<file path="src/sync_fifo.sv">
module sync_fifo #(
  parameter int DATA_W = 64,
  parameter int ADDR_W = 4
) (
  input  logic              clk,
  input  logic              reset,
  input  logic              push,
  input  logic              pop,
  input  logic [DATA_W-1:0] data_in,
  output logic [DATA_W-1:0] data_out,
  output logic              full,
  output logic              empty,
  output logic [ADDR_W:0]   fifo_count
);

  localparam int DEPTH = 1 << ADDR_W;

  logic [DATA_W-1:0] mem [0:DEPTH-1];
  logic [ADDR_W-1:0] wr_ptr;
  logic [ADDR_W-1:0] rd_ptr;
  logic              do_push;
  logic              do_pop;

  assign do_push  = push && !full;
  assign do_pop   = pop && !empty;  // pop on empty is dropped
  assign full     = fifo_count == (ADDR_W+1)'(DEPTH);
  assign empty    = fifo_count == '0;
  assign data_out = mem[rd_ptr];  // show-ahead head

  always_ff @(posedge clk)
  begin
    if (reset)
    begin
      wr_ptr     <= '0;
      rd_ptr     <= '0;
      fifo_count <= '0;
    end
    else
    begin
      if (do_push)
        wr_ptr <= wr_ptr + 1'b1;  // wraps at depth
      if (do_pop)
        rd_ptr <= rd_ptr + 1'b1;
      fifo_count <= fifo_count + (ADDR_W+1)'(do_push) - (ADDR_W+1)'(do_pop);
    end
  end

  always_ff @(posedge clk)
  begin
    if (do_push)
      mem[wr_ptr] <= data_in;
  end

  // the producer is expected to stop on its own full flag
  a_no_push_when_full: assert property (@(posedge clk) disable iff (reset)
    push |-> !full);

endmodule

</file>
<file path="config.mk">
export PLATFORM = sky130hd
export DESIGN_NAME = sync_fifo
export DESIGN_NICKNAME = d
export VERILOG_FILES = /design/src/sync_fifo.sv
export SDC_FILE = /design/constraint.sdc
export NUM_CORES = 1
export LEC_CHECK = 0
export BUFFER_PORTS_ARGS = -buffer_cell sky130_fd_sc_hd__buf_2
export CAP_MARGIN = 0
export CORE_ASPECT_RATIO = 1.25
export CORE_MARGIN = 5
export CORE_UTILIZATION = 40
export DETAILED_ROUTE_END_ITERATION = 8
export PLACE_DENSITY = 0.62
export RECOVER_POWER = 25
export SLEW_MARGIN = 20
export SYNTH_ARGS = -nofsm -noshare
export SYNTH_HDL_FRONTEND = slang
export SYNTH_SLANG_ARGS = --single-unit
</file>
<file path="constraint.sdc">
create_clock -name clk -period 24.7 [get_ports clk]
set_input_delay 4.94 -clock clk [delete_from_list [all_inputs] [get_ports clk]]
set_output_delay 4.94 -clock clk [all_outputs]
set_load 0.02 [all_outputs]
</file>
* Yosys cells after proc, flatten, opt, wreduce, memory -nomap -nowiden *
Memory sizes are Yosys's and may differ from the RTL's. A register that Yosys moved wholly into a read port is not among the register bits.
Cells that the tools add are included.

storage, ports and cells
  flip-flop bits (word level) = 13
  memory bits (writable) = 1024
  input bits = 68
  output and inout bits = 71
  word-level logic and storage cells = 18
  memories kept = 1

cells by class
  $add $sub $neg = 4
  equality and inequality tests = 1
  muxes and demuxes = 4
  reduce and logical (&&, ||, !) cells = 5

memory list
  name  words  width  read ports  clocked after memory_dff  wr ports  line  text
  mem   16     64     1           1                         1         18    logic [DATA_W-1:0] mem [0:DEPTH-1];

operator list
  kind                                                            count
  4-bit by 1-bit adder with 4-bit output (second input constant)  2
  4-bit 2-to-1 mux                                                2
  5-bit by 1-bit adder with 5-bit output                          1
  5-bit equality test (second input constant)                     1
  5-bit logical NOT                                               1
  5-bit by 1-bit subtractor with 5-bit output                     1
  1-bit logical AND                                               2
  1-bit logical NOT                                               2
  1-bit 2-to-1 mux                                                2

* Depth between registers and ports, before layout *
Gate-level depths: netlist of the first run.

  depth after elaboration = 5
  gate-level depth with buffers = 13
  mapped depth without buffers = 13

* Worst setup path after synthesis of the first run *
No wires, ideal clock.

  path kind = input to register
  start = in push
  end = mem mem[0][0] (enable)
  setup time = 0.644 ns
  data arrival time = 11.196 ns
  data required time = 24.056 ns
  setup slack = 12.859 ns
  stages = 2
  path buffers = 0
  cell sequence = nand2_1 > nor4_1

between the ends
  longest elaborated chain between the ends = 3

ends and longest elaborated chain
  what                                    line  text
  from (decl)                             7     input logic push,
  1-bit logical AND                       24    assign do_push = push && !full;
  1-bit 2-to-1 mux                        50    if (do_push)
  1-bit 2-to-1 mux (implied by the code)  51    mem[wr_ptr] <= data_in;
  to (decl)                               18

No other way between the ends.

==> key figures, run 1 <==
Run status
  • Status: completed

Route
  • Vias post-DR: about 18000
  • Routed Antenna Nets: 0
  • Avg WL per Cell: between 20 and 30 µm
  • Routed WL: 89440 µm
  • 1st-iter DRT viols: about 1600
  • DRC viols: 0
  • Via/cell ratio: 5.564
  • DR pass1 iterations: 5

Pwr
  • Peak supply drop: 0.00007699 V
  • Psw: about 0.0011 W
  • Internal power: about 0.0032 W
  • Sw Share: 0.2543
  • PD cells: ~97 mW/mm²
  • Leakage: about 14 nW
  • Clock share of power: 0.338
  • Seq pwr share: 0.470
  • Combinational Power Share: 0.191

Hold path
  • Min-Delay Path Depth: 2
  • Worst min path class: reg2reg

GRT
  • Global routing's busiest layer: met2
  • GRT Total Usage: 0.1717
  • M1 GR Usage: 0.2415
  • Largest net degree at the start of global routing: 147
  • Vias in the first global route: slightly below 20000
  • Grt ovf: 0
  • Initial antenna violation count: 12
  • Grt met2 use: 0.2791
  • First-pass GRT wire length: around 130000 µm
  • GR Layer Usage met3: 0.03070

Synthesis
  • Synth cell types: 29
  • Synth area leaders: edfxtp_1, mux4_2, a22oi_1
  • Number of flops mapped to enable cells by yosys: roughly 1000
  • Flops & latches, synth: roughly 1000
  • Sequential-to-total area share from yosys stat: 0.7949
  • Top cell type by total area after synthesis: edfxtp_1
  • Synth warnings: 0
  • FFs w/ async S/R, synth: 0
  • Synthesized area per cell: 23.45 µm²
  • Cells after synthesis: between 1500 and 2000
  • Area of the mapped netlist: between 0.03 and 0.04 mm²
  • Syn nets: between 1500 and 2000
  • Synth top area share: 0.7862
  • Most used DFF post-synth: edfxtp_1

STA
  • Unrepaired setup endpoints after global routing: false
  • Max Clk Rate: about 0.11 GHz
  • Worst-margin pin slew: roughly 1.0 ns
  • Final min period: a little under 9 ns
  • Setup tns final: 0 ns
  • Slew margin rel.: 0.3115
  • Clock skew: 0.02089 ns
  • Final setup viols: 0
  • Fin. max-slew vios: 0
  • Final hold vios: 0
  • Fin crit share: 0.3590

Setup path
  • Worst setup EP type: output pin
  • Reg2reg path depth: 7
  • WP data arrival: 3.93 ns
  • Crit start category: flop
  • Crit-path max FO: 37
  • CP Class: reg2out
  • Critical path required time: just under 20 ns

Die
  • Die area: roughly 0.10 mm²
  • Die width: just under 300 µm
  • Die height: about 360 µm
  • Std cell rows: about 130
  • Initial cell density of the core: 0.4024
  • Core area: between 0.09 and 0.1 mm²
  • I/O pins: 139

Finish
  • Most frequent cells in the layout: edfxtp_1, mux4_2, a22oi_1
  • Layout cells sized above 1: 0.2816
  • Filler cells: around 8000
  • FF/Latch Area: 0.03110 mm²
  • Finished layout cell area: approximately 0.044 mm²
  • # nets final: about 1900
  • Area Growth Syn to Fin: 13.62%
  • Commonest non-fill, non-tap cell in the layout: edfxtp_1
  • Area of the multi-input gates: ~0.0076 mm²

Placed design
  • Dpl hpwl: around 43000 µm
  • Dpl cell area: 0.04136 mm²
  • Port bufs: 138
  • Routability cong.: around 0.7

CTS
  • TritonCTS clock tree: built
  • Post-CTS resize count: 0
  • Postcts setup bufs: 0
  • Clk sink count: around 1000
  • Clock-pin slew on the worst setup and hold paths: about 0.06 ns
  • CTS Hold Bufs: 0
  • Depth of the CTS H-tree: 3
  • Skew-Pair Late Insertion Delay: between 0.6 and 0.7 ns
  • Bufs on Longest Clock Path: 3
  • Root Buffer: clkbuf_16
  • CTS Buf Count: 96

Job
  • Max Cap Viol: 0
-- path summary, 6_finish.rpt --
path	startpoint	slack, ns	endpoint
hold / removal	rd_ptr[1]$_SDFFE_PP0N_	0.51	flop
setup / recovery	flop	15.83	data_out[23]
hold reg to reg	rd_ptr[1]$_SDFFE_PP0N_	0.51	flop
setup reg to reg	fifo_count[2]$_SDFF_PP0_	21.16	mem[11][20]$_DFFE_PP_
-- stage by stage --
step | cells | hold WS (ns) | utilization | power, W | worst slack (ns)
5_1_grt | 3230 | 0.5490 | 0.4571 | 0.004501 | 15.46
3_5_place_dp | 3053 | 0.4967 | 0.4254 | 0.002914 | 16.07
4_1_cts | 3227 | 0.5057 | 0.4573 | 0.004369 | 15.37
2_1_floorplan | 1668 | 0.4629 | - | 0.002697 | 12.86
3_3_place_gp | 3053 | 0.4706 | 0.4254 | 0.002903 | 16.09
6_report | 3233 | 0.5054 | 0.4571 | 0.004322 | 15.83
-- cell type report --
type / instances / area share
multi-input cells: 526 / 0.1712
diodes: 5 / 0.0002815
inverters: 14 / 0.001182
clock inverters: 60 / 0.01278
well taps: 1300 / 0.03660
flip-flops and latches: 1041 / 0.6998
repair buffers: 173 / 0.02117
clock buffers: 114 / 0.05701
-- synthesized netlist by cell type, drive strengths merged (5+ instances only) --
master,count
dfxtp,17
mux4,256
inv,14
edfxtp,1024
clkbuf,36
xor2,5
a21oi,5
a22oi,128
buf,51
nand2,68
ha,11
nor2,16
nand3,5
and2,9
-- registers in the layout, indices dropped and copies added (netlist names), named ones only --
name and cells:
fifo_count 5, wr_ptr 4, rd_ptr 4, mem 1024
-- cells by family after synthesis --
| logic type | count (synthesis) | synth area share |
|---|---|---|
| AO/OA/AOI/OAI | 135 | 0.02553 |
| XOR/XNOR | 9 | 0.002015 |
| adder cells (fa/ha/maj) | 12 | 0.004031 |
| buffers and inverters | 101 | 0.01318 |
| flip-flops | 1041 | 0.7949 |
| multiplexers | 256 | 0.1474 |
| AND/OR/NAND/NOR | 114 | 0.01299 |
-- critical path, stage by stage, from the launching register on --
cell and delay [ns]:
dfxtp_4 0.70, buf_4 0.66, buf_4 0.43, buf_16 0.31
mux4_2 0.54, a22oi_1 0.20, nand2_1 0.19, buf_2 0.21
-- power by group through the flow --
stage          Combinational, W  Sequential (W)  Clock [W]
3_5_place_dp           0.000843         0.00207          0
2_1_floorplan          0.000639         0.00206          0
6_report               0.000827         0.00203    0.00146
3_3_place_gp           0.000835         0.00207          0
5_1_grt                0.000899         0.00204    0.00156
4_1_cts                0.000846         0.00203    0.00149
-- metal layers --
layer | routed length, µm | up-vias
li1 | - | 7496
met5 | 57 | -
met1 | 37120 | 9776
met2 | 44500 | 592
met4 | 1975 | 8
met3 | 5789 | 115
Power figures use the tool's default switching activity.
==> run 2, diff against run 1 <==
==> constraint.sdc (replaced) <==
create_clock -name clk -period 9 [get_ports clk]
set_input_delay 1.8 -clock clk [delete_from_list [all_inputs] [get_ports clk]]
set_output_delay 1.8 -clock clk [all_outputs]
set_load 0.02 [all_outputs]
==> run 2 against run 1 <==
Critical path depth down 1. Clock power rose to 2.8 times the previous value. Non-clock buffer count down 2. Register-to-register slack worse by 16 ns. Clock skew down 0.0046 ns. Die area unchanged. Flip-flop and latch count unchanged. Sequential power rose to 2.7 times the previous value. Largest cell class unchanged.
==> key figures, run 2 (same netlist as run 1, synthesis figures left out) <==
STA
  • Max Clk Rate: 0.1846 GHz
  • Final min period: between 5 and 6 ns
  • Fin. max-slew vios: 0
  • Fin crit share: 0.6018
  • Setup tns final: 0 ns
  • Clock skew: around 0.016 ns
  • Slew margin rel.: 0.2850
  • Final hold vios: 0
  • Unrepaired setup endpoints after global routing: false
  • Final setup viols: 0
  • Final worst setup slack: around 3.6 ns
  • Worst-margin pin slew: approximately 1.1 ns

Finish
  • Biggest regs: mem: 1024 flops, fifo_count: 5 flops
  • Commonest non-fill, non-tap cell in the layout: edfxtp_1
  • Max reg flops: 1024
  • Area Growth Syn to Fin: 13.82%
  • Top reg by flops: mem
  • Filler cells: approximately 8000
  • Most frequent cells in the layout: edfxtp_1, mux4_2, a22oi_1
  • Layout cells sized above 1: 0.2853
  • # nets final: roughly 1900

Setup path
  • WP buf/inv: 3
  • Delay-heaviest family, CP: buffers and inverters
  • Crit-path cells: buf_12, buf_16, mux4_2, a22oi_1, nand2_1, buf_2
  • Worst setup EP type: output pin
  • Crit start category: flop
  • Critical path required time: roughly 7.2 ns
  • WP data arrival: ~3.6 ns
  • Slowest-stage cell, CP: dfxtp_4
  • Crit-path max FO: 63
  • Max stage delay on crit path: around 0.78 ns
  • CP Class: reg2out

Pwr
  • PD cells: between 200 and 300 mW/mm²
  • Clock share of power: 0.339
  • Leakage: 13.68 nW
  • Sw Share: 0.2569
  • Psw: between 0.003 and 0.004 W
  • Peak supply drop: roughly 0.00017 V
  • PnR Total Power: roughly 0.012 W
  • Seq pwr share: 0.470
  • Internal power: between 0.008 and 0.009 W
  • Combinational Power Share: 0.191

Run status
  • Status: completed

CTS
  • Bufs on Longest Clock Path: 3
  • TritonCTS clock tree: built
  • CTS Hold Bufs: 0
  • Root Buffer: clkbuf_16
  • Clk sink count: 1041
  • Clock-pin slew on the worst setup and hold paths: 0.06 ns
  • Post-CTS resize count: 0
  • Depth of the CTS H-tree: 3
  • CTS Buf Count: 96
  • Postcts setup bufs: 0
  • Skew-Pair Late Insertion Delay: about 0.66 ns

Route
  • Routed WL: 87800 µm
  • DRC viols: 0
  • 1st-iter DRT viols: about 1600
  • Avg WL per Cell: between 20 and 30 µm
  • Via/cell ratio: around 5.5
  • Routed Antenna Nets: 0
  • DR pass1 iterations: 5
  • Vias post-DR: 17896

GRT
  • GRT Total Usage: 0.1683
  • Vias in the first global route: around 19000
  • Initial antenna violation count: 11
  • Largest net degree at the start of global routing: 121
  • Grt ovf: 0
  • First-pass GRT wire length: approximately 130000 µm

Die
  • Die height: approximately 360 µm
  • Std cell rows: between 100 and 150
  • Die width: roughly 290 µm
  • Core area: roughly 0.1 mm²
  • Initial cell density of the core: 0.4024
  • Die area: 0.1042 mm²
  • I/O pins: approximately 140

Job
  • Max Cap Viol: 0

Placed design
  • Dpl hpwl: ~43000 µm
  • Routability cong.: 0.7024
  • Port bufs: ~140
  • DP Worst Slack: between 4 and 5 ns

Hold path
  • Worst min path class: reg2reg
-- run 2: worst paths after layout --
check	start	endpoint	slack, ns	cells past startpoint
min	rd_ptr[1]$_SDFFE_PP0N_	flop	0.51	2
max	flop	data_out[62]	3.58	6
min reg2reg	rd_ptr[1]$_SDFFE_PP0N_	flop	0.51	2
max reg2reg	fifo_count[2]$_SDFF_PP0_	mem[10][30]$_DFFE_PP_	5.35	7
-- run 2: metrics by stage --
step,utilization,instance area (µm²),std cells,hold slack (ns)
floorplan,-,39110,1668,0.4629
global placement,0.4252,41330,3048,0.4823
detailed placement,0.4252,41330,3048,0.5027
CTS,0.4573,44460,3224,0.5116
global route,0.4578,44510,3230,0.5378
finish,0.4579,44520,3234,0.5062
-- run 2: power by group through the flow --
stage	combinational, W	sequential, W	clock [W]
CTS	0.00231	0.00560	0.00409
detailed placement	0.00230	0.00570	0
global route	0.00247	0.00560	0.00431
floorplan	0.00175	0.00565	0
finish	0.00227	0.00558	0.00402
global placement	0.00227	0.00569	0
-- run 2: final cells by class --
| cell class | instances | area, µm² | area share |
|---|---|---|---|
| Sequential cell | 1041 | 31100 | 0.6985 |
| Timing Repair Buffer | 171 | 993.5 | 0.02232 |
| Inverter | 14 | 52.55 | 0.001180 |
| Antenna cell | 6 | 15.01 | 0.0003373 |
| Tap cell | 1300 | 1627 | 0.03654 |
| Multi-Input combinational cell | 526 | 7609 | 0.1709 |
| Clock buffer | 114 | 2531 | 0.05686 |
| Clock inverter | 62 | 593.1 | 0.01332 |
-- run 2: worst register-to-register path, cell delays in order (launching register included) --
cell	delay, ns
dfxtp_1	0.37
inv_1	0.09
ha_1	0.21
nand4bb_1	0.23
nand2_1	0.32
nor3b_1	0.56
and2_4	0.59
buf_4	0.81
-- run 2: metal layers --
layer,GRT usage,vias to the layer above,part of all wire
li1,-,7491,-
met1,0.2304,9735,0.41
met4,0.03758,6,0.015
met5,0,-,0.00033
met2,0.2813,568,0.51
met3,0.03525,96,0.066
