$ cat config.mk
export PLATFORM = sky130hd
export DESIGN_NAME = read_info
export DESIGN_NICKNAME = d
export VERILOG_FILES = /design/src/mem_read_pkg.sv /design/src/sync_fifo.sv /design/src/read_info.sv
export SDC_FILE = /design/constraint.sdc
export NUM_CORES = 1
export LEC_CHECK = 0
export BUFFER_PORTS_ARGS = -buffer_cell sky130_fd_sc_hd__buf_2
export CAP_MARGIN = 20
export CORE_MARGIN = 8
export CORE_UTILIZATION = 42
export DETAILED_ROUTE_END_ITERATION = 8
export PLACE_DENSITY = 0.66
export REMOVE_ABC_BUFFERS = 1
export SYNTH_ARGS = -nofsm -noshare
export SYNTH_HDL_FRONTEND = slang
export SYNTH_SLANG_ARGS = --single-unit
$ cat constraint.sdc
create_clock -name clk -period 2.2 [get_ports clk]
set_input_delay 0.44 -clock clk [delete_from_list [all_inputs] [get_ports clk]]
set_output_delay 0.44 -clock clk [all_outputs]
set_load 0.01 [all_outputs]
$ cat src/mem_read_pkg.sv
package mem_read_pkg;

  // ==============================
  // bus and PU geometry
  // ==============================
  localparam int AXI_DATA_W = 64;  // one memory beat
  localparam int OP_WIDTH   = 16;
  localparam int NUM_PE     = 8;
  localparam int PU_DATA_W  = OP_WIDTH * NUM_PE;  // one PU word
  localparam int PACK_RATIO = PU_DATA_W / AXI_DATA_W;  // beats per PU word
  localparam int NUM_PU     = 2;
  localparam int PU_ID_W    = 1;
  localparam int TX_SIZE_W  = 10;  // request beat count

  // ==============================
  // buffer depths
  // ==============================
  localparam int INBUF_ADDR_W          = 4;
  localparam int STREAM_FIFO_ADDR_W    = 5;
  localparam int STREAM_PU_FIFO_ADDR_W = 4;
  localparam int BUFFER_READ_ADDR_W    = 6;
  localparam int ALMOST_FULL_MARGIN    = 4;  // free slots left at full
  localparam int READ_INFO_ADDR_W      = 2;  // request queue

  typedef enum logic [1:0] {
    DT_STREAM,     // shared stream buffer, packed
    DT_STREAM_PU,  // per-PU stream buffer, packed
    DT_BUFFER      // buffer-read FIFO, bus width
  } d_type_t;

  typedef enum logic {
    RS_IDLE,
    RS_ROUTE
  } route_state_t;

endpackage

$ cat src/sync_fifo.sv
module sync_fifo #(
  parameter int DATA_W = 64,
  parameter int ADDR_W = 4
) (
  input  logic              clk,
  input  logic              reset,
  input  logic              push,
  input  logic              pop,
  input  logic [DATA_W-1:0] data_in,
  output logic [DATA_W-1:0] data_out,
  output logic              full,
  output logic              empty,
  output logic [ADDR_W:0]   fifo_count
);

  localparam int DEPTH = 1 << ADDR_W;

  logic [DATA_W-1:0] mem [0:DEPTH-1];
  logic [ADDR_W-1:0] wr_ptr;
  logic [ADDR_W-1:0] rd_ptr;
  logic              do_push;
  logic              do_pop;

  assign do_push  = push && !full;
  assign do_pop   = pop && !empty;  // pop on empty is dropped
  assign full     = fifo_count == (ADDR_W+1)'(DEPTH);
  assign empty    = fifo_count == '0;
  assign data_out = mem[rd_ptr];  // show-ahead head

  always_ff @(posedge clk)
  begin
    if (reset)
    begin
      wr_ptr     <= '0;
      rd_ptr     <= '0;
      fifo_count <= '0;
    end
    else
    begin
      if (do_push)
        wr_ptr <= wr_ptr + 1'b1;  // wraps at depth
      if (do_pop)
        rd_ptr <= rd_ptr + 1'b1;
      fifo_count <= fifo_count + (ADDR_W+1)'(do_push) - (ADDR_W+1)'(do_pop);
    end
  end

  always_ff @(posedge clk)
  begin
    if (do_push)
      mem[wr_ptr] <= data_in;
  end

  // the producer is expected to stop on its own full flag
  a_no_push_when_full: assert property (@(posedge clk) disable iff (reset)
    push |-> !full);

endmodule

$ cat src/read_info.sv
module read_info (
  input  logic                               clk,
  input  logic                               reset,
  input  logic                               rd_req,
  input  logic [mem_read_pkg::TX_SIZE_W-1:0] rd_req_size,
  input  logic [mem_read_pkg::PU_ID_W-1:0]   rd_req_pu_id,
  input  mem_read_pkg::d_type_t              rd_req_d_type,
  output logic                               read_info_full,
  input  logic                               inbuf_empty,
  output logic                               inbuf_pop,
  input  logic                               stream_full,
  input  logic                               stream_pu_full,
  input  logic                               buffer_full,
  output logic                               stream_push,
  output logic                               stream_pu_push,
  output logic [mem_read_pkg::PU_ID_W-1:0]   stream_pu_id,
  output logic                               buffer_push
);
  import mem_read_pkg::*;

  localparam int REQ_W = $bits(d_type_t) + PU_ID_W + TX_SIZE_W;

  logic                 req_push;
  logic                 req_pop;
  logic                 req_empty;
  logic [REQ_W-1:0]     req_in;
  logic [REQ_W-1:0]     req_out;
  logic [TX_SIZE_W-1:0] head_size;
  logic [PU_ID_W-1:0]   head_pu_id;
  d_type_t              head_d_type;
  route_state_t         state;
  logic [TX_SIZE_W-1:0] beats_left;
  logic [PU_ID_W-1:0]   cur_pu_id;
  d_type_t              cur_d_type;
  logic                 target_full;

  // ==============================
  // request queue
  // ==============================
  assign req_push = rd_req && !read_info_full;
  assign req_in   = {rd_req_d_type, rd_req_pu_id, rd_req_size};
  assign req_pop  = (state == RS_IDLE) && !req_empty;

  assign head_size   = req_out[TX_SIZE_W-1:0];
  assign head_pu_id  = req_out[TX_SIZE_W +: PU_ID_W];
  assign head_d_type = d_type_t'(req_out[REQ_W-1 -: $bits(d_type_t)]);

  sync_fifo #(
    .DATA_W     (REQ_W),
    .ADDR_W     (READ_INFO_ADDR_W)
  ) req_queue_i (
    .clk        (clk),
    .reset      (reset),
    .push       (req_push),
    .pop        (req_pop),
    .data_in    (req_in),
    .data_out   (req_out),
    .full       (read_info_full),
    .empty      (req_empty),
    .fifo_count ()
  );

  // ==============================
  // beat routing
  // ==============================
  always_comb
  begin
    case (cur_d_type)
      DT_STREAM:    target_full = stream_full;
      DT_STREAM_PU: target_full = stream_pu_full;
      default:      target_full = buffer_full;
    endcase
  end

  assign inbuf_pop = (state == RS_ROUTE) && !inbuf_empty && !target_full;

  always_ff @(posedge clk)
  begin
    if (reset)
    begin
      state      <= RS_IDLE;
      beats_left <= '0;
      cur_pu_id  <= '0;
      cur_d_type <= DT_STREAM;
    end
    else
    begin
      case (state)
        RS_IDLE:
          if (req_pop && head_size != '0)  // zero-size request just retires
          begin
            state      <= RS_ROUTE;
            beats_left <= head_size;
            cur_pu_id  <= head_pu_id;
            cur_d_type <= head_d_type;
          end
        RS_ROUTE:
          if (inbuf_pop)
          begin
            beats_left <= beats_left - 1'b1;
            if (beats_left == TX_SIZE_W'(1))
              state <= RS_IDLE;  // last beat of this request
          end
        default: state <= RS_IDLE;
      endcase
    end
  end

  // pushes trail the pop by one cycle, in step with the top's beat register
  always_ff @(posedge clk)
  begin
    if (reset)
    begin
      stream_push    <= 1'b0;
      stream_pu_push <= 1'b0;
      buffer_push    <= 1'b0;
    end
    else
    begin
      stream_push    <= inbuf_pop && cur_d_type == DT_STREAM;
      stream_pu_push <= inbuf_pop && cur_d_type == DT_STREAM_PU;
      buffer_push    <= inbuf_pop && cur_d_type == DT_BUFFER;
    end
  end

  always_ff @(posedge clk)
  begin
    stream_pu_id <= cur_pu_id;
  end

  // packed targets need whole PU words
  a_packed_size: assert property (@(posedge clk) disable iff (reset)
    (req_push && rd_req_d_type != DT_BUFFER) |->
      (rd_req_size % TX_SIZE_W'(PACK_RATIO) == '0));

endmodule

==> Word-level counts from Yosys, hierarchy flattened <==
Memories as Yosys holds them, arrays and structs flattened. A register that Yosys moved wholly into a read port is not among the register bits.
Index checks and enable logic that the tools add are counted.
{ "classes": {"reduce_logical": 19, "add_sub_neg": 5, "bitwise_logic": 1, "muxes": 12, "n_eq_ne": 6} }
{ "ops": {"columns": ["op", "n"], "rows": [
  ["2-to-1 mux 10 bit", 2],
  ["one-hot mux 10 bit (2 select lines)", 1],
  ["equality test 10 x 1 -> 1 bit (second input constant)", 1],
  ["logical AND 1 bit", 10],
  ["nonzero test 10 bit", 1],
  ["subtractor 10 x 1 -> 10 bit (second input constant)", 1],
  ["2-to-1 mux 1 bit", 5],
  ["adder 2 x 1 -> 2 bit (second input constant)", 2],
  ["zero test 1 bit", 4],
  ["2-to-1 mux 2 bit", 2],
  ["one-hot mux 1 bit (2 select lines)", 2],
  ["AND reduction 2 bit", 2],
  ["adder 3 x 1 -> 3 bit", 1],
  ["equality test 3 bit (second input constant)", 1],
  ["zero test 3 bit", 1],
  ["subtractor 3 x 1 -> 3 bit", 1],
  ["equality test 2 x 1 -> 1 bit (second input constant)", 1],
  ["equality test 2 bit (second input constant)", 1],
  ["zero test 2 bit", 1],
  ["inequality test 2 x 1 -> 1 bit (second input constant)", 1],
  ["inequality test 2 bit (second input constant)", 1],
  ["inverter 1 bit", 1]
]} }
{ "word_totals": {"ram_bits": 52, "mem_count": 1, "reg_bits": 25, "inputBits": 20, "elab_cells": 55, "out_inout_bits": 6} }
{ "mem_list": {"columns": ["memory", "words", "word_bits", "rd", "rd_clocked_by_memory_dff", "write_ports", "line_no", "text"], "rows": [
  ["req_queue_i.mem", 4, 13, 1, 1, 1, "sync_fifo.sv:18", "logic [DATA_W-1:0] mem [0:DEPTH-1];"]
]} }

==> Longest topological paths before layout <==
Gate-level depths: netlist of run 1.
{ "depth": {"ltp_word": 6, "ltp_mapped": 9, "ltp_nobuf": 9} }

==> Modules after synthesis <==
A second synthesis of run 1 with hierarchy kept.
{ "hier_totals": {"hier_cells": 239, "hier_area_um2": 3394.5} }
{ "by_module_without_submodules": {"columns": ["mod", "cells_each", "seq_area_each_um2", "area_per_inst_um2", "instances"], "rows": [
  ["sync_fifo", 118, 1741.7, 2351.0, 1],
  ["read_info", 121, 360.3, 1043.5, 1]
]} }

==> Worst setup path before layout of run 1 <==
No wires, ideal clock.
{ "synth_path": {"path_type": "reg2reg", "from": "reg (tool-made name)", "to": "reg beats_left[1]", "path_slack_ns": 0.095, "n_path_buf": 1, "required_time_ns": 2.121, "arrival_ns": 2.025, "period_less_slack_ns": 2.105, "setup_ns": 0.079, "stages_incl_launch_ff": 7, "path_cell_list": "dfxtp_1 -> buf_6 -> mux4_2 -> nor4_4 -> a31oi_4 -> o221a_1 -> a211oi_2"} }
{ "synth_lines": {"columns": ["element", "line_no", "text"], "rows": [
  ["end signal, assigned", "read_info.sv:93", "beats_left <= head_size;"],
  ["end signal, assigned", "read_info.sv:100", "beats_left <= beats_left - 1'b1;"],
  ["end, declared", "read_info.sv:32", "logic [TX_SIZE_W-1:0] beats_left;"]
]} }

==> flow_summary.yaml, run 1 <==
outcome:
  status: "finished, violations left"
  violations: "negative setup slack"
setup_path:
  required_ps: 2490
  slowest_delay_ps: 530
  start_kind: "register"
  path_class: "reg2reg"
  slowest_stage: "mux4_2"
  crit_top_cell: "buf_6"
  reg2reg_depth: 7
  crit_path_max_fanout: 5
  crit_chain: "buf_6, buf_6, mux4_2, nor4_4, a31oi_4, o221a_1, a211oi_2"
  worst_r2r_endpoint: "beats_left[1]"
  endpoint_kind: "register"
  regToRegSetupSlack_ps: -40
  cp.arrival_ps: 2540
timing:
  setup_viol: 7
  maxSlewHeadroom: 0.570
  grt_setup_unrepaired: "true"
  worst_pin_slew_ps: 643
  fmax_mhz: 446
  period_share: 1.02
  setup_slack_ps: -43.9
  finalCriticalPeriod_ps: 2240
  timing.hold.ws_ps: 289
  hold_viol: 0
  setup_tns_ps: -130
  fin_skew_ps: 11.0
  final_max_slew_viol_count: 0
synthesis:
  syn_area_per_cell_um2: 14.7
  syn_area_um2: 3360
  ys_ff_latch: 79
  ys_seq_area_frac: 0.625
  synth_cell_types: 46
  yosysWarningCount: 0
  netlist_instances: 229
layout:
  utilization: 0.516
  layout_commonest_cell: "edfxtp_1"
  fillers: 638
  fin_nets: 306
  final_cell_mix: "edfxtp_1, dfxtp_1, buf_2"
  area_growth_pct: 18.6
  layout-drive-gt1-share: 0.287
  fin_cells: 384
  n_antenna_cell: 0
clock_tree:
  clk_latency_ps: 360
  root_buffer: "clkbuf_8"
  clockBufferDepth: 2
  cts_made_buffers: 9
  hold_buffers: 0
  clkTransAtPathRegs_ps: 100
  tritoncts: "built"
  clock_sinks: 79
  htreeDepth: 3
power:
  internal_power_uw: 3260
  p_comb_frac: 0.369
  sequentialPowerShare: 0.402
  sw_frac_of_total: 0.351
  p_clk_frac: 0.229
  p_leak_uw: 0.00147
  switching_power_uw: 1760
  power_density_nw_per_um2: 1260
  peakVddDrop_uv: 615
routing:
  dr.pass1.iters: 4
  drc: 0
  viasPerCell: 5.37
  drt_iter0_drc: 163
  post_drt_wl_per_cell_um: 17.5
  drtAntennaViolNets: 0
  wirelength_mm: 6.74
  dr_total_vias: 2063
placed_design:
  io_buffers: 25
  dp_hpwl_mm: 4.42
  gp_congestion: 0.837
  dp.cells: 362
run:
  cap_violations: 0
grt:
  antenna_found_initial: 0
  grt_pass1_wl_mm: 11.1
  grt_pass1_vias: 2126
  grt_util_all_layers: 0.127
  overflow: 0
  grt_max_degree: 23
worst_hold_path:
  whs_path_depth: 1
  min_from: "rd_req_pu_id"
  min_path_type: "in2reg"
  hold_end: "req_queue_i.mem[2][10]"
floorplan:
  io_pins: 26
  die_height_um: 105
  die_area_um2: 11100
  die_w_um: 105
  num_rows: 32
  coreArea_um2: 7730
  initial_utilization: 0.435
==> metrics by stage <==
stage               setup WS [ps]  instance area [um2]  total power [uW]
finish                      -43.9                 3990              5020
global route                -85.2                 3990              5300
CTS                          2.59                 3960              4960
detailed placement          -52.2                 3700              3740
global placement             37.3                 3700              3690
floorplan                    -170                 3310              3170
==> worst max-delay path, delay by kind of cell, from the launching register on <==
family	cells	cell delay [ps]
AO/OA/AOI/OAI	3	670
buffers and inverters	2	220
flip-flops	1	350
multiplexers	1	530
AND/OR/NAND/NOR	1	410
==> state kept, by name, summed over array words and instances (netlist names), named ones only <==
signal / cells
stream_pu_id: 1
state: 1
req_queue_i.mem: 52
buffer_push: 1
req_queue_i.wr_ptr: 2
req_queue_i.rd_ptr: 2
req_queue_i.fifo_count: 3
cur_pu_id: 1
stream_push: 1
stream_pu_push: 1
cur_d_type: 2
beats_left: 10
==> how the worst max path moves through the flow <==
stage,end,slack (ps),depth (start not counted)
final,beats_left[1],-40,7
after global routing,beats_left[3],-90,7
after CTS,beats_left[0],3,7
after detailed placement,beats_left[3],-50,6
after global placement,beats_left[6],40,6
after floorplan,beats_left[1],-170,5
==> per-layer routing <==
layer,global-route usage,share of wire
met5,0,0
met1,0.167,0.45
met2,0.192,0.47
met3,0.0298,0.060
met4,0.0673,0.020
==> cell type report <==
cell class | count | area [um2] | area share
sequential | 79 | 2100 | 0.528
multi-input combinational | 128 | 1180 | 0.297
timing repair buffer | 46 | 310 | 0.0779
tap | 102 | 128 | 0.0320
clock buffer | 9 | 124 | 0.0311
clock inverter | 7 | 86.3 | 0.0217
inverter | 13 | 48.8 | 0.0122
==> synth_stat cells, drive strengths merged <==
cell type | number | share of area
buf | 3 | 0.0067
nor4 | 3 | 0.012
and3 | 4 | 0.0074
o21a | 1 | 0.0022
nor3 | 5 | 0.0074
nor4b | 1 | 0.0026
o311ai | 7 | 0.018
o2111a | 1 | 0.0034
or2 | 1 | 0.0019
dfxtp | 27 | 0.16
ha | 8 | 0.030
edfxtp | 52 | 0.46
nor2 | 20 | 0.025
a21oi | 6 | 0.0089
inv | 13 | 0.015
mux2i | 5 | 0.015
nand2 | 5 | 0.0056
o21ai | 5 | 0.0074
nand3 | 2 | 0.0030
and2 | 7 | 0.013
xor2 | 1 | 0.0026
clkbuf | 8 | 0.0089
o31ai | 6 | 0.013
nand4 | 1 | 0.0019
o211ai | 1 | 0.0022
fa | 1 | 0.0060
o22ai | 1 | 0.0019
nor2b | 4 | 0.0074
and4b | 3 | 0.0093
a211oi | 1 | 0.0037
a2bb2oi | 1 | 0.0026
a22oi | 1 | 0.0022
a31oi | 4 | 0.012
o221a | 1 | 0.0034
a41oi | 1 | 0.0026
or4 | 1 | 0.0022
mux4 | 13 | 0.098
xnor2 | 4 | 0.010
==> cells by family (layout without fill, tap and decap cells) <==
logic type      after synthesis  count (layout)  synth area share
buf+inv                      24              75            0.0302
fa+ha+maj                     9               9            0.0357
compound gates               37              37            0.0841
xor+xnor                      5               5            0.0130
flops                        79              79             0.625
simple gates                 57              59            0.0983
mux                          18              18             0.113
==> power groups by stage <==
stage,clock (uW),sequential (uW),combinational (uW)
floorplan,0,2050,1120
global placement,0,2030,1670
detailed placement,0,2040,1700
CTS,1160,2010,1780
global route,1220,2050,2030
finish,1150,2020,1850
==> repair_timing <==
item	in CTS	in global routing
endpoints found under the setup margin	9	14
gates cloned	2	0
gates resized for setup	7	11
buffers inserted	2	2
pin swaps	5	8
No activity file was read; power rests on OpenSTA's default activity.
==> inputs of run 2 (changes only) <==
--- a/config.mk
+++ b/config.mk
@@ -12,6 +12,7 @@
 export DETAILED_ROUTE_END_ITERATION = 8
 export PLACE_DENSITY = 0.66
 export REMOVE_ABC_BUFFERS = 1
+export SKIP_CTS_REPAIR_TIMING = 1
 export SYNTH_ARGS = -nofsm -noshare
 export SYNTH_HDL_FRONTEND = slang
 export SYNTH_SLANG_ARGS = --single-unit
==> flow_summary.yaml, run 2 (same netlist as run 1, synthesis figures left out) <==
outcome:
  status: "finished clean"
grt:
  grt_util_all_layers: 0.124
  overflow: 0
  grt_pass1_wl_mm: 10.9
  grt_max_degree: 23
  antenna_found_initial: 0
  grt_pass1_vias: 2120
layout:
  largest-register: "req_queue_i.mem"
  fin_cells: 381
  fin_nets: 303
  area_growth_pct: 17.7
  largest_register_ffs: 52
  layout_commonest_cell: "edfxtp_1"
  n_antenna_cell: 0
  top_regs: "req_queue_i.mem x52, beats_left x10, req_queue_i.fifo_count x3"
  final_cell_mix: "edfxtp_1, dfxtp_1, buf_2"
  utilization: 0.512
  layout-drive-gt1-share: 0.276
routing:
  wirelength_mm: 6.73
  drt_iter0_drc: 88
  drc: 0
  post_drt_wl_per_cell_um: 17.7
  drtAntennaViolNets: 0
  viasPerCell: 5.41
  dr_total_vias: 2062
  dr.pass1.iters: 4
setup_path:
  slowest_delay_ps: 540
  cp.depth: 7
  regToRegSetupSlack_ps: 10
  reg2reg_depth: 7
  endpoint_kind: "register"
  required_ps: 2470
  crit_end: "beats_left[7]"
  crit_chain: "buf_6, buf_6, mux4_2, nor4_4, and4b_2, o311ai_0, o31ai_1"
  cp_num_buf_inv: 2
  crit_path_max_fanout: 5
  worst_path_dominant_cell_family: "simple AND/OR/NAND/NOR gates"
  worst_r2r_endpoint: "beats_left[7]"
  path_class: "reg2reg"
  slowest_stage: "mux4_2"
  start_kind: "register"
  cp.arrival_ps: 2460
  crit_top_cell: "buf_6"
placed_design:
  pre_cts_slack_ps: -52.2
  io_buffers: 25
  dp.cells: 362
  dp_hpwl_mm: 4.42
  gp_congestion: 0.837
timing:
  setup_slack_ps: 11.3
  setup_tns_ps: 0
  fmax_mhz: 457
  grt_setup_unrepaired: "true"
  maxSlewHeadroom: 0.574
  finalCriticalPeriod_ps: 2190
  hold_viol: 0
  worst_pin_slew_ps: 639
  final_max_slew_viol_count: 0
  setup_viol: 0
  period_share: 0.995
  fin_skew_ps: 11.6
floorplan:
  die_height_um: 105
  die_w_um: 105
  initial_utilization: 0.435
  io_pins: 26
  die_area_um2: 11100
  coreArea_um2: 7730
  num_rows: 32
power:
  power_density_nw_per_um2: 1250
  p_leak_uw: 0.00146
  peakVddDrop_uv: 611
run:
  cap_violations: 0
worst_hold_path:
  min_from: "rd_req_pu_id"
  min_path_type: "in2reg"
clock_tree:
  cts_made_buffers: 9
  tritoncts: "built"
  clk_latency_ps: 360
  root_buffer: "clkbuf_8"
  clockBufferDepth: 2
  htreeDepth: 3
  clock_sinks: 79
  clkTransAtPathRegs_ps: 90
==> run 2: cell types whose count changed in the layout (fill, tap and decap cells not counted), sizes merged <==
cell,before,now
nor2,21,20
buf,46,44
==> run 2: worst min path at each step <==
stage | end | slack [ps] | cells after the start
after global routing | req_queue_i.mem[0][10] | 280 | 1
after detailed placement | stream_pu_id | 350 | 0
after global placement | stream_pu_id | 350 | 0
after floorplan | stream_pu_id | 330 | 0
final | req_queue_i.mem[2][10] | 290 | 1
after CTS | req_queue_i.mem[0][7] | 280 | 1
==> run 2: power by group <==
part	internal (uW)	switching [uW]
Clock	550	600
Combinational	799	982
Sequential	1860	154
==> run 2: area by class of cell <==
cell class,instances,area [um2]
clock buffers,9,124
clock inverters,7,86.3
fillers,648,3770
inverters,13,48.8
multi-input cells,127,1180
flip-flops and latches,79,2100
well taps,102,128
repair buffers,44,288
==> run 2: through the flow <==
step	instance area, um2	hold slack, ps	total power (uW)
finish	3960	289	4950
global route	3960	281	5230
CTS	3910	278	4880
detailed placement	3700	351	3740
global placement	3700	352	3690
floorplan	3310	330	3170
==> run 2: per-layer routing <==
metal,vias up,global-route usage,wire [um],part of all wire
met1,1005,0.163,3100,0.46
met5,-,0,0,0
met4,0,0.0714,163,0.024
li1,978,-,-,-
met2,66,0.187,3150,0.47
met3,13,0.0262,312,0.046
==> inputs of run 3 (changes only) <==
--- a/config.mk
+++ b/config.mk
@@ -8,9 +8,9 @@
 export BUFFER_PORTS_ARGS = -buffer_cell sky130_fd_sc_hd__buf_2
 export CAP_MARGIN = 20
 export CORE_MARGIN = 8
-export CORE_UTILIZATION = 42
+export CORE_UTILIZATION = 30
 export DETAILED_ROUTE_END_ITERATION = 8
-export PLACE_DENSITY = 0.66
+export PLACE_DENSITY = 0.52
 export REMOVE_ABC_BUFFERS = 1
 export SKIP_CTS_REPAIR_TIMING = 1
 export SYNTH_ARGS = -nofsm -noshare
==> flow_summary.yaml, run 3 (same netlist as run 1, synthesis figures left out) <==
timing:
  maxSlewHeadroom: 0.569
  fmax_mhz: 458
  setup_viol: 0
  setup_tns_ps: 0
  fin_skew_ps: 3.21
  finalCriticalPeriod_ps: 2180
  worst_pin_slew_ps: 644
  hold_viol: 0
  final_max_slew_viol_count: 0
  period_share: 0.993
  grt_setup_unrepaired: "true"
  setup_slack_ps: 15.8
routing:
  drtAntennaViolNets: 0
  dr_wl_met3_um: 247
  met2_length_mm: 3.27
  viasPerCell: 4.78
  wl_met1_mm: 3.06
  drt_iter0_drc: 104
  highest_layer: "met4"
  wirelength_mm: 6.64
  dr.pass1.iters: 4
  dr_total_vias: 2001
  drc: 0
  post_drt_wl_per_cell_um: 15.8
floorplan:
  initial_utilization: 0.309
  die_height_um: 122
  coreArea_um2: 10900
  io_pins: 26
  die_area_um2: 14800
  die_w_um: 122
  num_rows: 38
placed_design:
  pre_cts_slack_ps: -96.3
  dp.cells: 400
  dp_hpwl_mm: 4.40
  placed_area_um2: 3760
  gp_congestion: 0.815
  io_buffers: 25
clock_tree:
  htreeDepth: 3
  clkTransAtPathRegs_ps: 80
  clk_latency_ps: 330
  clock_sinks: 79
  clockBufferDepth: 2
  cts_made_buffers: 9
  tritoncts: "built"
  root_buffer: "clkbuf_8"
power:
  sequentialPowerShare: 0.402
  p_comb_frac: 0.363
  switching_power_uw: 1690
  peakVddDrop_uv: 523
  p_clk_frac: 0.236
  sw_frac_of_total: 0.335
  p_leak_uw: 0.00146
  power_density_nw_per_um2: 1250
  internal_power_uw: 3350
layout:
  area_growth_pct: 20.1
  fin_cells: 419
  area.sequential_um2: 2100
  fillers: 1020
  final_cell_mix: "edfxtp_1, dfxtp_1, buf_2"
  multi_input_area_um2: 1190
  layout_commonest_cell: "edfxtp_1"
  n_antenna_cell: 0
  layout-drive-gt1-share: 0.272
  top_regs: "req_queue_i.mem x52, beats_left x10, req_queue_i.fifo_count x3"
  largest-register: "req_queue_i.mem"
  fin_nets: 303
  largest_register_ffs: 52
  design_area_um2: 4040
  utilization: 0.371
grt:
  overflow: 0
  grt_max_degree: 23
  grt_util_all_layers: 0.0891
  grt_pass1_wl_mm: 10.2
  antenna_found_initial: 0
  grt_pass1_vias: 1974
outcome:
  status: "finished clean"
setup_path:
  start_kind: "register"
  crit_path_max_fanout: 7
  endpoint_kind: "register"
  required_ps: 2410
  path_class: "reg2reg"
  cp.arrival_ps: 2400
run:
  cap_violations: 0
worst_hold_path:
  min_path_type: "in2reg"
==> run 3: cell count changes in the layout (fill, tap and decap cells not counted), sizes merged <==
| cell | change |
|---|---|
| inv | -2 |
| buf | -1 |
| clkbuf | +1 |
| nor2 | +1 |
| bufinv | +1 |
==> run 3: path summary, 6_finish.rpt <==
path                  start                    end  slack [ps]  depth (start not counted)
min          rd_req_size[9]  req_queue_i.mem[0][9]         320                          1
max                register              cur_pu_id          20                          7
min reg2reg       cur_pu_id           stream_pu_id         350                          0
max reg2reg        register              cur_pu_id          20                          7
==> run 3: area by class of cell <==
type / instances / share of cell area
sequential: 79 / 0.521
multi-input combinational: 128 / 0.295
timing repair buffer: 43 / 0.0735
tap: 140 / 0.0434
clock buffer: 10 / 0.0316
clock inverter: 6 / 0.0229
inverter: 13 / 0.0121
==> run 3: critical path, stage by stage, from the launching register on <==
cell and delay, ps:
dfxtp_2 360, buf_8 140, mux4_1 660, nor2_1 300, a31oi_4 230, buf_6 180
mux2i_1 130, nor2_1 50
==> run 3: power by group through the flow <==
stage                     registers (uW)  logic, uW  clock network, uW
after global placement              2040       1710                  0
after CTS                           2010       1730               1230
after floorplan                     2050       1120                  0
after global routing                2050       2010               1280
after detailed placement            2040       1720                  0
final                               2020       1830               1190
==> run 3: through the flow <==
step                hold slack (ps)  total power [uW]
floorplan                       330              3170
global placement                352              3750
detailed placement              343              3760
CTS                             295              4960
global route                    292              5340
finish                          319              5040
==> run 3: routing by layer <==
| layer | track usage | vias to the layer above |
|---|---|---|
| met5 | 0 | - |
| met4 | 0.0355 | 0 |
| met3 | 0.0278 | 6 |
| met2 | 0.142 | 34 |
| met1 | 0.110 | 975 |
| li1 | - | 986 |
